[src/design/gf_field_pkg.sv]
package gf_field_pkg;

  localparam int gf_width = 6;

  // GF(4) element, field polynomial x^2 + x + 1
  typedef logic [1:0] gf4_t;

  // Composite GF((2^2)^3) word as three GF(4) digits
  typedef struct packed {
    gf4_t d2;
    gf4_t d1;
    gf4_t d0;
  } gf64_digits_s;

  // Basis maps see a flat vector, the power network sees digits
  typedef union packed {
    logic [gf_width-1:0] flat;
    gf64_digits_s        digit;
  } gf64_word_u;

  function automatic gf4_t gf4_square(gf4_t a);
    return {a[1], a[0] ^ a[1]};
  endfunction

  function automatic gf4_t gf4_add(gf4_t a, gf4_t b);
    return a ^ b;
  endfunction

  function automatic gf4_t gf4_mul(gf4_t a, gf4_t b);
    logic t;
    t = a[1] & b[1];
    return {(a[0] & b[1]) ^ (a[1] & b[0]) ^ t, (a[0] & b[0]) ^ t};
  endfunction

  // a^3 is one for any nonzero a, so the product is b or zero
  function automatic gf4_t gf4_scaled_mul(gf4_t a, gf4_t b);
    logic cube;
    cube = a[0] | a[1];
    return {cube & b[1], cube & b[0]};
  endfunction

  // Polynomial basis to composite basis
  function automatic logic [gf_width-1:0] to_composite(logic [gf_width-1:0] a);
    logic [gf_width-1:0] b;
    b[0] = a[0] ^ a[1] ^ a[3] ^ a[4] ^ a[5];
    b[1] = a[2] ^ a[3] ^ a[4] ^ a[5];
    b[2] = a[0] ^ a[1] ^ a[4];
    b[3] = a[1] ^ a[2];
    b[4] = a[0] ^ a[1] ^ a[2] ^ a[3] ^ a[4] ^ a[5];
    b[5] = a[1] ^ a[3] ^ a[4];
    return b;
  endfunction

  function automatic logic [gf_width-1:0] from_composite(logic [gf_width-1:0] a);
    logic [gf_width-1:0] b;
    b[0] = a[0] ^ a[1] ^ a[3];
    b[1] = a[0] ^ a[3] ^ a[4];
    b[2] = a[0] ^ a[4];
    b[3] = a[0] ^ a[1] ^ a[2] ^ a[3] ^ a[5];
    b[4] = a[1] ^ a[2] ^ a[4];
    b[5] = a[1] ^ a[3] ^ a[5];
    return b;
  endfunction

endpackage

[src/design/sbox_ctrl_pkg.sv]
package sbox_ctrl_pkg;

  // Register stages between issue and result
  localparam int pipe_latency = 2;

  // Four-phase slave states
  //   idle    waiting for req
  //   busy    word in the pipeline
  //   done    result held, ack high until req drops
  //   release req seen low, ack drops
  typedef enum logic [1:0] {
    hs_idle    = 2'b00,
    hs_busy    = 2'b01,
    hs_done    = 2'b10,
    hs_release = 2'b11
  } hs_state_e;

endpackage

[src/design/sbox_if.sv]
`timescale 1ns/100ps

interface sbox_if;

  logic                              issue_valid;
  logic [gf_field_pkg::gf_width-1:0] issue_word;
  logic                              result_valid;
  logic [gf_field_pkg::gf_width-1:0] result_word;

  // Handshake side
  modport front (
    output issue_valid,
    output issue_word,
    input  result_valid,
    input  result_word
  );

  // Datapath side, always ready
  modport pipe (
    input  issue_valid,
    input  issue_word,
    output result_valid,
    output result_word
  );

endinterface

[src/design/gf64_power26.sv]
`timescale 1ns/100ps

module gf64_power26 (
  input  logic                     clk,
  input  logic                     arst_n,
  input  logic                     en,
  input  gf_field_pkg::gf64_word_u word_in,
  output gf_field_pkg::gf64_word_u word_out
);

  gf_field_pkg::gf4_t        a0;
  gf_field_pkg::gf4_t        a1;
  gf_field_pkg::gf4_t        a2;
  gf_field_pkg::gf4_t        sq0;
  gf_field_pkg::gf4_t        sq1;
  gf_field_pkg::gf4_t        sq2;
  gf_field_pkg::gf4_t [14:0] term_d;
  gf_field_pkg::gf4_t [14:0] term_q;
  gf_field_pkg::gf4_t        sum0;
  gf_field_pkg::gf4_t        sum1;
  gf_field_pkg::gf4_t        sum2;
  gf_field_pkg::gf64_word_u  word_d;

  assign a0 = word_in.digit.d0;
  assign a1 = word_in.digit.d1;
  assign a2 = word_in.digit.d2;

  assign sq0 = gf_field_pkg::gf4_square(a0);
  assign sq1 = gf_field_pkg::gf4_square(a1);
  assign sq2 = gf_field_pkg::gf4_square(a2);

  always_comb begin
    term_d[0]  = sq0;
    term_d[1]  = sq1;
    term_d[2]  = sq2;
    // Cross terms scaled by the cube of the other digit
    term_d[3]  = gf_field_pkg::gf4_scaled_mul(a1, sq0);
    term_d[4]  = gf_field_pkg::gf4_scaled_mul(a2, sq0);
    term_d[5]  = gf_field_pkg::gf4_scaled_mul(a0, sq1);
    term_d[6]  = gf_field_pkg::gf4_scaled_mul(a2, sq1);
    term_d[7]  = gf_field_pkg::gf4_scaled_mul(a0, sq2);
    term_d[8]  = gf_field_pkg::gf4_scaled_mul(a1, sq2);
    term_d[9]  = gf_field_pkg::gf4_mul(a0, a1);
    term_d[10] = gf_field_pkg::gf4_mul(a0, a2);
    term_d[11] = gf_field_pkg::gf4_mul(a1, a2);
    // One digit times the product of the other two squares
    term_d[12] = gf_field_pkg::gf4_mul(a0, gf_field_pkg::gf4_mul(sq1, sq2));
    term_d[13] = gf_field_pkg::gf4_mul(a1, gf_field_pkg::gf4_mul(sq0, sq2));
    term_d[14] = gf_field_pkg::gf4_mul(a2, gf_field_pkg::gf4_mul(sq0, sq1));
  end

  always_ff @(posedge clk or negedge arst_n) begin
    if (!arst_n) begin
      term_q <= '0;
    end else if (en) begin
      term_q <= term_d;
    end
  end

  // Digit sums, nine terms each
  assign sum0 = term_q[1] ^ term_q[2] ^ term_q[4] ^ term_q[5] ^ term_q[6] ^
                term_q[9] ^ term_q[11] ^ term_q[12] ^ term_q[13];
  assign sum1 = term_q[0] ^ term_q[2] ^ term_q[5] ^ term_q[7] ^ term_q[8] ^
                term_q[10] ^ term_q[11] ^ term_q[13] ^ term_q[14];
  assign sum2 = gf_field_pkg::gf4_add(term_q[0] ^ term_q[1] ^ term_q[3] ^ term_q[4],
                term_q[8] ^ term_q[9] ^ term_q[10] ^ term_q[12] ^ term_q[14]);

  always_comb begin
    word_d.digit.d0 = sum0;
    word_d.digit.d1 = sum1;
    word_d.digit.d2 = sum2;
  end

  always_ff @(posedge clk or negedge arst_n) begin
    if (!arst_n) begin
      word_out <= '0;
    end else if (en) begin
      word_out <= word_d;
    end
  end

endmodule

[src/design/sbox_pipeline.sv]
`timescale 1ns/100ps

module sbox_pipeline (
  input logic   clk,
  input logic   arst_n,
  sbox_if.pipe  bus
);

  localparam int lat = sbox_ctrl_pkg::pipe_latency;

  gf_field_pkg::gf64_word_u composite_in;
  gf_field_pkg::gf64_word_u composite_out;
  logic [lat-1:0]           valid_sr;
  logic                     stage_en;

  assign composite_in.flat = gf_field_pkg::to_composite(bus.issue_word);

  // Clock the network only while a word moves through it
  assign stage_en = bus.issue_valid | valid_sr[0];

  gf64_power26 power_i (
    .clk      (clk),
    .arst_n   (arst_n),
    .en       (stage_en),
    .word_in  (composite_in),
    .word_out (composite_out)
  );

  always_ff @(posedge clk or negedge arst_n) begin
    if (!arst_n) begin
      valid_sr <= '0;
    end else begin
      valid_sr <= {valid_sr[lat-2:0], bus.issue_valid};
    end
  end

  // Inverse map sits after the second register
  assign bus.result_word  = gf_field_pkg::from_composite(composite_out.flat);
  assign bus.result_valid = valid_sr[lat-1];

  // Every result traces back to an issue exactly lat cycles before
  a_result_from_issue: assert property (
    @(posedge clk) disable iff (!arst_n)
    bus.result_valid |-> $past(bus.issue_valid, lat)
  );

endmodule

[src/design/sbox_handshake.sv]
`timescale 1ns/100ps

module sbox_handshake (
  input  logic                              clk,
  input  logic                              arst_n,
  input  logic                              req,
  input  logic [gf_field_pkg::gf_width-1:0] data_in,
  output logic                              ack,
  output logic [gf_field_pkg::gf_width-1:0] data_out,
  sbox_if.front                             bus
);

  sbox_ctrl_pkg::hs_state_e state;
  logic                     launch;

  // New transaction only once the previous ack has fallen
  assign launch = (state == sbox_ctrl_pkg::hs_idle) && req && !ack;

  always_ff @(posedge clk or negedge arst_n) begin
    if (!arst_n) begin
      state           <= sbox_ctrl_pkg::hs_idle;
      ack             <= 1'b0;
      bus.issue_valid <= 1'b0;
      data_out        <= '0;
    end else begin
      bus.issue_valid <= launch;
      case (state)
        sbox_ctrl_pkg::hs_idle: begin
          if (launch) begin
            state <= sbox_ctrl_pkg::hs_busy;
          end
        end
        sbox_ctrl_pkg::hs_busy: begin
          if (bus.result_valid) begin
            data_out <= bus.result_word;
            state    <= sbox_ctrl_pkg::hs_done;
          end
        end
        sbox_ctrl_pkg::hs_done: begin
          ack <= 1'b1;
          if (ack && !req) begin
            state <= sbox_ctrl_pkg::hs_release;
          end
        end
        sbox_ctrl_pkg::hs_release: begin
          ack   <= 1'b0;
          state <= sbox_ctrl_pkg::hs_idle;
        end
        default: state <= sbox_ctrl_pkg::hs_idle;
      endcase
    end
  end

  // Input word is held for the pipeline from the launch edge on
  always_ff @(posedge clk) begin
    if (launch) begin
      bus.issue_word <= data_in;
    end
  end

  a_issue_from_idle: assert property (
    @(posedge clk) disable iff (!arst_n)
    bus.issue_valid |-> $past(state == sbox_ctrl_pkg::hs_idle)
  );

  // Pipeline answers while we are still waiting for it
  a_issue_returns: assert property (
    @(posedge clk) disable iff (!arst_n)
    bus.issue_valid |-> ##(sbox_ctrl_pkg::pipe_latency)
      (bus.result_valid && state == sbox_ctrl_pkg::hs_busy)
  );

  a_result_in_busy: assert property (
    @(posedge clk) disable iff (!arst_n)
    bus.result_valid |-> state == sbox_ctrl_pkg::hs_busy
  );

  a_ack_held: assert property (
    @(posedge clk) disable iff (!arst_n)
    (ack && req) |=> ack
  );

endmodule

[src/design/sbox_unit.sv]
`timescale 1ns/100ps

module sbox_unit (
  input  logic                              clk,
  input  logic                              arst_n,
  input  logic                              req,
  input  logic [gf_field_pkg::gf_width-1:0] data_in,
  output logic                              ack,
  output logic [gf_field_pkg::gf_width-1:0] data_out
);

  sbox_if bus_if ();

  sbox_handshake handshake_i (
    .clk      (clk),
    .arst_n   (arst_n),
    .req      (req),
    .data_in  (data_in),
    .ack      (ack),
    .data_out (data_out),
    .bus      (bus_if.front)
  );

  // x^26 datapath, two register stages
  sbox_pipeline pipeline_i (
    .clk    (clk),
    .arst_n (arst_n),
    .bus    (bus_if.pipe)
  );

endmodule

[config.mk]
export PLATFORM = sky130hd
export DESIGN_NAME = sbox_unit
export DESIGN_NICKNAME = d
export VERILOG_FILES = /design/src/design/gf_field_pkg.sv /design/src/design/sbox_ctrl_pkg.sv /design/src/design/sbox_if.sv /design/src/design/gf64_power26.sv /design/src/design/sbox_pipeline.sv /design/src/design/sbox_handshake.sv /design/src/design/sbox_unit.sv
export SDC_FILE = /design/constraint.sdc
export NUM_CORES = 1
export LEC_CHECK = 0
export ABC_AREA = 1
export BUFFER_PORTS_ARGS = -buffer_cell sky130_fd_sc_hd__buf_2
export CAP_MARGIN = 20
export CELL_PAD_IN_SITES_DETAIL_PLACEMENT = 0
export CELL_PAD_IN_SITES_GLOBAL_PLACEMENT = 1
export CORE_MARGIN = 2
export CORE_UTILIZATION = 49
export CTS_CLUSTER_DIAMETER = 40
export CTS_CLUSTER_SIZE = 40
export DETAILED_ROUTE_END_ITERATION = 6
export PLACE_DENSITY = 0.83
export RECOVER_POWER = 100
export SETUP_SLACK_MARGIN = 0.15
export SLEW_MARGIN = 20
export SYNTH_ARGS = -nofsm -noshare
export SYNTH_HDL_FRONTEND = slang
export SYNTH_SLANG_ARGS = --single-unit
[constraint.sdc]
create_clock -name clk -period 4.3 [get_ports clk]
set_clock_uncertainty 0.2 [all_clocks]
set_input_delay 1.075 -clock clk [delete_from_list [all_inputs] [get_ports clk]]
set_output_delay 1.075 -clock clk [all_outputs]
set_load 0.05 [all_outputs]
==> results of run 1 <==
-- flip-flops by register name, indices dropped and copies added, names as in the netlist --
| signal | cells |
|---|---|
| pipeline_i.power_i.word_out | 6 |
| handshake_i.bus.issue_word | 6 |
| pipeline_i.power_i.term_q | 30 |
| handshake_i.data_out | 6 |
| handshake_i.state | 2 |
| pipeline_i.valid_sr | 2 |
| handshake_i.bus.issue_valid | 1 |
| handshake_i.ack | 1 |
-- metrics by stage --
step	instances	cell area (um^2)	worst slack, ps	hold WS (ps)
after floorplan	410	3220	2030	154
after global placement	496	3370	1550	180
after detailed placement	496	3370	1600	181
final	503	3450	1210	180
after global routing	503	3450	917	200
after CTS	503	3480	1590	200
-- layer usage --
metal	vias up	part of all wire [%]	routed length, um
met5	-	0	0
met4	0	1.7	110
met3	8	3.1	201
met2	51	46	2960
met1	1142	49	3140
li1	1318	-	-
-- how the worst max path moves through the flow --
| stage | end | from | slack (ps) |
|---|---|---|---|
| after global placement | pipeline_i.power_i.term_q[29] | handshake_i.bus.issue_word[4] | 1550 |
| after CTS | pipeline_i.power_i.term_q[26] | handshake_i.bus.issue_word[4] | 1590 |
| after detailed placement | pipeline_i.power_i.term_q[29] | handshake_i.bus.issue_word[4] | 1600 |
| after floorplan | pipeline_i.power_i.term_q[27] | handshake_i.bus.issue_word[4] | 2030 |
| final | pipeline_i.power_i.term_q[29] | handshake_i.bus.issue_word[2] | 1210 |
| after global routing | pipeline_i.power_i.term_q[29] | handshake_i.bus.issue_word[1] | 920 |
-- kinds of logic (layout without fill, tap and decap cells) --
kind of cell	after synthesis	after routing	share of synthesized area (%)
xor+xnor	53	53	14.7
simple gates	205	205	26.3
buf+inv	50	66	6.10
flops	54	54	42.9
fa+ha+maj	8	8	3.11
mux	2	2	0.700
compound gates	38	38	6.26
-- power groups by stage --
stage	logic, W	clock network, W	registers (W)
2_1_floorplan	0.00131	0	0.00100
3_3_place_gp	0.00165	0	0.000947
3_5_place_dp	0.00168	0	0.000954
4_1_cts	0.00168	0.000352	0.000944
5_1_grt	0.00191	0.000372	0.000970
6_report	0.00165	0.000344	0.000942
-- cells in the final DEF (no fill, tap or decap), types with 2 or more instances in the layout --
master and instances:
nand2_1 152, dfrtp_1 48, inv_1 41, xnor2_1 31
nand3_1 31, o21ai_0 25, xor2_1 22, nor2_1 12
ha_1 8, clkbuf_1 8, a21oi_1 7, clkbuf_8 6
edfxtp_1 6, buf_2 6, nand2_2 3, o211ai_1 3
nand4_1 3, inv_2 2, o22ai_1 2, mux2_2 2
or2_2 2, buf_4 2
-- area by class of cell --
type                    instances  area [um^2]  share of cell area, %
multi-input cells             306         1620                   47.0
clock buffers                   6         82.6                   2.39
flip-flops and latches         54         1380                   40.1
inverters                      43          161                   4.68
clock inverters                 1         30.0                  0.871
repair buffers                 16         75.1                   2.18
well taps                      77         96.3                   2.79
==> out/results.ini, run 1 <==
[outcome]
status = finished, final reports clean

[timing]
setup_viol = 0
maxSlewHeadroom_pct = 30.8
finalCritPeriodShare_pct = 71.9
final-hold-violation-count = 0
maxSlewViolCount = 0
tns_ps = 0
rsz0062_at_grt = no
clock.fmax_mhz = 323
worst-slew-pin-transition_ps = 1030
min_period_ps = 3090

[hold_path]
holdPathStages = 0
hp-start = pipeline_i.valid_sr[0]
holdPathEnd = pipeline_i.valid_sr[1]
hold_path.class = flop to flop

[worst_setup_path]
cp.required_ps = 4290
cpMostUsedCell = nand2_1
critPathTopFamily = XOR/XNOR gates
worst-endpoint-arrival_ps = 3090
worstPathCellList = xor2_1 > inv_1 > ha_1 > nand2_1 > inv_1 > nand4_1 > a21oi_1 > a21oi_1 > nand2_1 > nand2_1
path_class = flop to flop
worstSetupEndpointType = flop
cp_slowest_stage_delay_ps = 830
path_buf_inv = 2
rr_worst_depth = 10
worstSetupStartpointType = flop
crit_slowest_cell = xor2_1
rrSetupSlack_ps = 1210
cp_max_fo = 15
reg2reg_to = pipeline_i.power_i.term_q[29]
path_depth = 10
crit-reg2reg-launch = handshake_i.bus.issue_word[2]

[layout]
fillers = 630
nets = 443
drive_gt1_share_pct = 5.63
area_growth_pct = 7.11
antennaDiodeCount = 0
fin_util_pct = 54.3

[global_routing]
track_usage_pct = 19.5
met3_usage_pct = 2.92
grt-busiest-layer = met2
use_met2_pct = 31.7
antenna_found_initial = 0
grt_overflow = 0
gr-usage-met1_pct = 26.9
grt_max_degree = 49
grt_pass1_wl_mm = 11.2
grt_pass1_vias = 2411

[power_and_ir_drop]
p_leak_nw = 1.80
p_seq_share_pct = 32.1
combPwrFrac_pct = 56.2
clockPowerShare_pct = 11.7
finalPower_w = 0.00293
peakVddDrop_mv = 0.441
swShare_pct = 45.9
p_int_w = 0.00159
p_switching_w = 0.00135
pwr_density_cell_nw_per_um2 = 851

[synth]
ys_seq_area_share_pct = 42.9
yosys-top-cells-area = dfrtp_1 37%, nand2_1 17%, xnor2_1 8.4%
syn-num-nets = 427
synth_seq_cells = 54
yosysTopAreaCell = dfrtp_1
synth_cells = 410
syn_avg_cell_area_um2 = 7.85
ys.flop_type = dfrtp_1
async_flop_share_pct = 88.9
yosysWarningCount = 0
synthTopCellsByCount = 149 x nand2_1, 48 x dfrtp_1, 40 x inv_1
synth-edff-count = 6
mappedNetlistArea_um2 = 3220
synth_top_area_share_pct = 37.3
synth_most_common_cell = nand2_1
ys_types = 28

[die]
fp.dieArea_um2 = 7230
coreArea_um2 = 6350
die_w_um = 85.1
start_util_pct = 50.7
core.rowCount = 29
pin_count = 16
chipHeight_um = 85.1

[placement]
numPortBuffers = 15
hpwl_mm = 4.83
globalplace.congestion = 0.929

[routing]
routed_via_density = 5.01
first_pass_iters = 4
ant_nets = 0
drtIter0Drc = 115
routed_wl_mm = 6.42
post_drt_wl_per_cell_um = 12.8
drc = 0
num_vias = 2519

[run]
drv_cap = 0

[cts]
htreeDepth = 2
clk_path_buf_depth = 2
numCtsBuffers = 5
post_cts.repair.setup_buffers = 0
root_buffer = clkbuf_8
post_cts_resize_count = 0
clk_pin_slew_ps = 100
cts_sinks = 54
hold_buffers = 0
insertion_delay_ps = 300
tritoncts = yes

Power figures use the tool's default switching activity.
==> run 2: changes to the inputs <==
- ABC_AREA: 1 -> 0
- CORE_UTILIZATION: 49 -> 48
- PLACE_DENSITY: 0.83 -> 0.79
- clock period: 4.3 -> 3.15 ns (I/O delays scaled with it)
==> out/results.ini, run 2 <==
[timing]
min_period_ps = 2880  ; -212 ps
tns_ps = 0  ; unchanged
final-hold-violation-count = 0  ; unchanged
rsz0062_at_grt = no
maxSlewViolCount = 0  ; unchanged
worst-slew-pin-transition_ps = 1200  ; +168 ps
clock.fmax_mhz = 347  ; +7.3%
setup_viol = 0  ; unchanged
finalCritPeriodShare_pct = 91.5  ; +20 points
maxSlewHeadroom_pct = 19.7  ; -11 points

[global_routing]
track_usage_pct = 21.2  ; +1.7 points
antenna_found_initial = 0  ; unchanged
grt_pass1_vias = 2611  ; +8.3%
grt_max_degree = 46  ; -6.1%
grt_pass1_wl_mm = 13.0  ; +15%
grt_overflow = 0  ; unchanged

[layout]
area_growth_pct = 9.86
nets = 431  ; -2.7%
largest_reg_flops = 30  ; unchanged
drive_gt1_share_pct = 10.9  ; +5.2 points
instances_no_fill = 513  ; +2.0%
regMostFlops = pipeline_i.power_i.term_q
layout_commonest_cell = nand2_1
fin_util_pct = 53.6  ; -0.70 points
antennaDiodeCount = 0  ; unchanged
final_cell_mix = 53 x nand2_1, 48 x dfrtp_1, 45 x xnor2_1

[power_and_ir_drop]
pwr_density_cell_nw_per_um2 = 1200  ; +41%
peakVddDrop_mv = 0.568  ; +29%
p_seq_share_pct = 26.1  ; -6.0 points
p_int_w = 0.00245  ; +54%
p_switching_w = 0.00216  ; +60%
combPwrFrac_pct = 65.7  ; +9.5 points
swShare_pct = 46.8  ; +0.96 points
clockPowerShare_pct = 8.2  ; -3.5 points
p_leak_nw = 1.60  ; -12%

[routing]
first_pass_iters = 4  ; unchanged
drc = 0  ; unchanged
drtIter0Drc = 101  ; -12%
routed_via_density = 5.43  ; +8.4%
routed_wl_mm = 7.73  ; +20%
ant_nets = 0  ; unchanged
post_drt_wl_per_cell_um = 15.1  ; +18%
num_vias = 2784  ; +11%

[placement]
dp_cells = 504  ; +1.6%
numPortBuffers = 15  ; unchanged
hpwl_mm = 5.42  ; +12%
globalplace.congestion = 0.856  ; -7.9%

[cts]
htreeDepth = 2  ; unchanged
insertion_delay_ps = 300  ; about the same
root_buffer = clkbuf_8
numCtsBuffers = 5  ; unchanged
clk_pin_slew_ps = 100  ; about the same
clk_path_buf_depth = 2  ; unchanged
hold_buffers = 0  ; unchanged
cts_sinks = 54  ; unchanged
tritoncts = yes

[worst_setup_path]
cp_max_fo = 8  ; -7
path_class = flop to flop
rr_worst_depth = 10  ; unchanged
worstSetupEndpointType = flop
cp.required_ps = 3180  ; -1110 ps
worst-endpoint-arrival_ps = 2910  ; -180 ps
worstSetupStartpointType = flop

[synth]
yosysWarningCount = 0  ; unchanged
ys_seq_area_share_pct = 39.5  ; -3.5 points
ys.flop_type = dfrtp_1
synth_top_area_share_pct = 34.3  ; -3.0 points
mappedNetlistArea_um2 = 3500  ; +8.7%
synth-edff-count = 6  ; unchanged
yosysTopAreaCell = dfrtp_1
async_flop_share_pct = 88.9  ; unchanged
synthTopCellsByCount = 53 x nand2_1, 48 x dfrtp_1, 46 x xnor2_1
synth_seq_cells = 54  ; unchanged
syn_avg_cell_area_um2 = 8.82  ; +12%
syn-num-nets = 414  ; -3.0%
yosys-top-cells-area = dfrtp_1 34%, xnor2_1 12%, nand2_1 5.7%
ys_types = 51  ; +82%
synth_cells = 397  ; -3.2%
synth_most_common_cell = nand2_1

[die]
pin_count = 16  ; unchanged
coreArea_um2 = 7180  ; +13%
start_util_pct = 48.8  ; -1.9 points
core.rowCount = 31  ; +6.9%
fp.dieArea_um2 = 7990  ; +10%
die_w_um = 89.4  ; +5.1%
chipHeight_um = 89.4  ; +5.1%

[hold_path]
hold_path.class = flop to flop
holdPathStages = 0  ; unchanged

[outcome]
status = finished, final reports clean

[run]
drv_cap = 0  ; unchanged

==> run 2: logic make-up (layout without fill, tap and decap cells) <==
family	count (synthesis)	after routing	share of synthesized area, %
AOI/OAI and AO/OA	105	105	18.7
and+or+nand+nor	119	119	15.0
muxes	1	1	0.286
adders and majority gates	10	10	3.43
xor gates and xnor gates	65	65	18.1
buffers and inverters	43	60	5.04
DFF	54	54	39.5
==> run 2: layer usage <==
metal,global-route usage [%],vias up,share of wire (%)
li1,-,1410,-
met1,29.0,1297,44
met2,35.6,72,49
met3,3.05,5,6.1
met4,5.02,0,0.80
met5,0,-,0
==> run 2: power by group through the flow <==
stage	clock, W	sequential, W	combinational (W)
after detailed placement	0	0.00123	0.00303
final	0.000377	0.00120	0.00303
after floorplan	0	0.00130	0.00229
after CTS	0.000393	0.00121	0.00304
after global placement	0	0.00122	0.00300
after global routing	0.000419	0.00124	0.00339
==> run 2: critical path, stage by stage (launching register included) <==
cell       delay (ps)
edfxtp_1          420
buf_4             180
xor2_1            280
xnor2_2           180
inv_2              60
ha_1              470
inv_1             190
a21oi_1           170
nor2_1             60
a2111oi_0         380
a32o_1            240
==> run 2: timing repair <==
item,in CTS,in global routing
resized for setup,0,5
endpoints found under the hold margin,0,0
setup endpoints to repair,0,5
setup buffers,0,2
==> run 2: final timing paths <==
path,start,endpoint,slack (ps)
worst max-delay path,handshake_i.bus.issue_word[3],pipeline_i.power_i.term_q[28],270
worst min-delay path,handshake_i.bus.issue_valid,pipeline_i.valid_sr[0],220
worst max register to register,handshake_i.bus.issue_word[3],pipeline_i.power_i.term_q[28],270
worst min register to register,handshake_i.bus.issue_valid,pipeline_i.valid_sr[0],220
max in group asynchronous,arst_n,pipeline_i.power_i.term_q[1],570
min in group asynchronous,arst_n,handshake_i.state[1],470
==> run 2: layout make-up <==
type / count / area [um^2]
flip-flops and latches: 54 / 1380
clock inverters: 2 / 13.8
multi-input cells: 300 / 1960
clock buffers: 5 / 68.8
fillers: 701 / 3330
repair buffers: 43 / 265
well taps: 99 / 124
inverters: 10 / 37.5
==> run 2: through the flow <==
| stage | power (W) | area [um^2] | hold slack, ps | worst slack (ps) |
|---|---|---|---|---|
| 4_1_cts | 0.00465 | 3850 | 220 | 244 |
| 2_1_floorplan | 0.00359 | 3500 | 167 | 184 |
| 6_report | 0.00461 | 3850 | 216 | 269 |
| 5_1_grt | 0.00505 | 3850 | 222 | 59.2 |
| 3_5_place_dp | 0.00426 | 3770 | 202 | 277 |
| 3_3_place_gp | 0.00422 | 3770 | 195 | 309 |
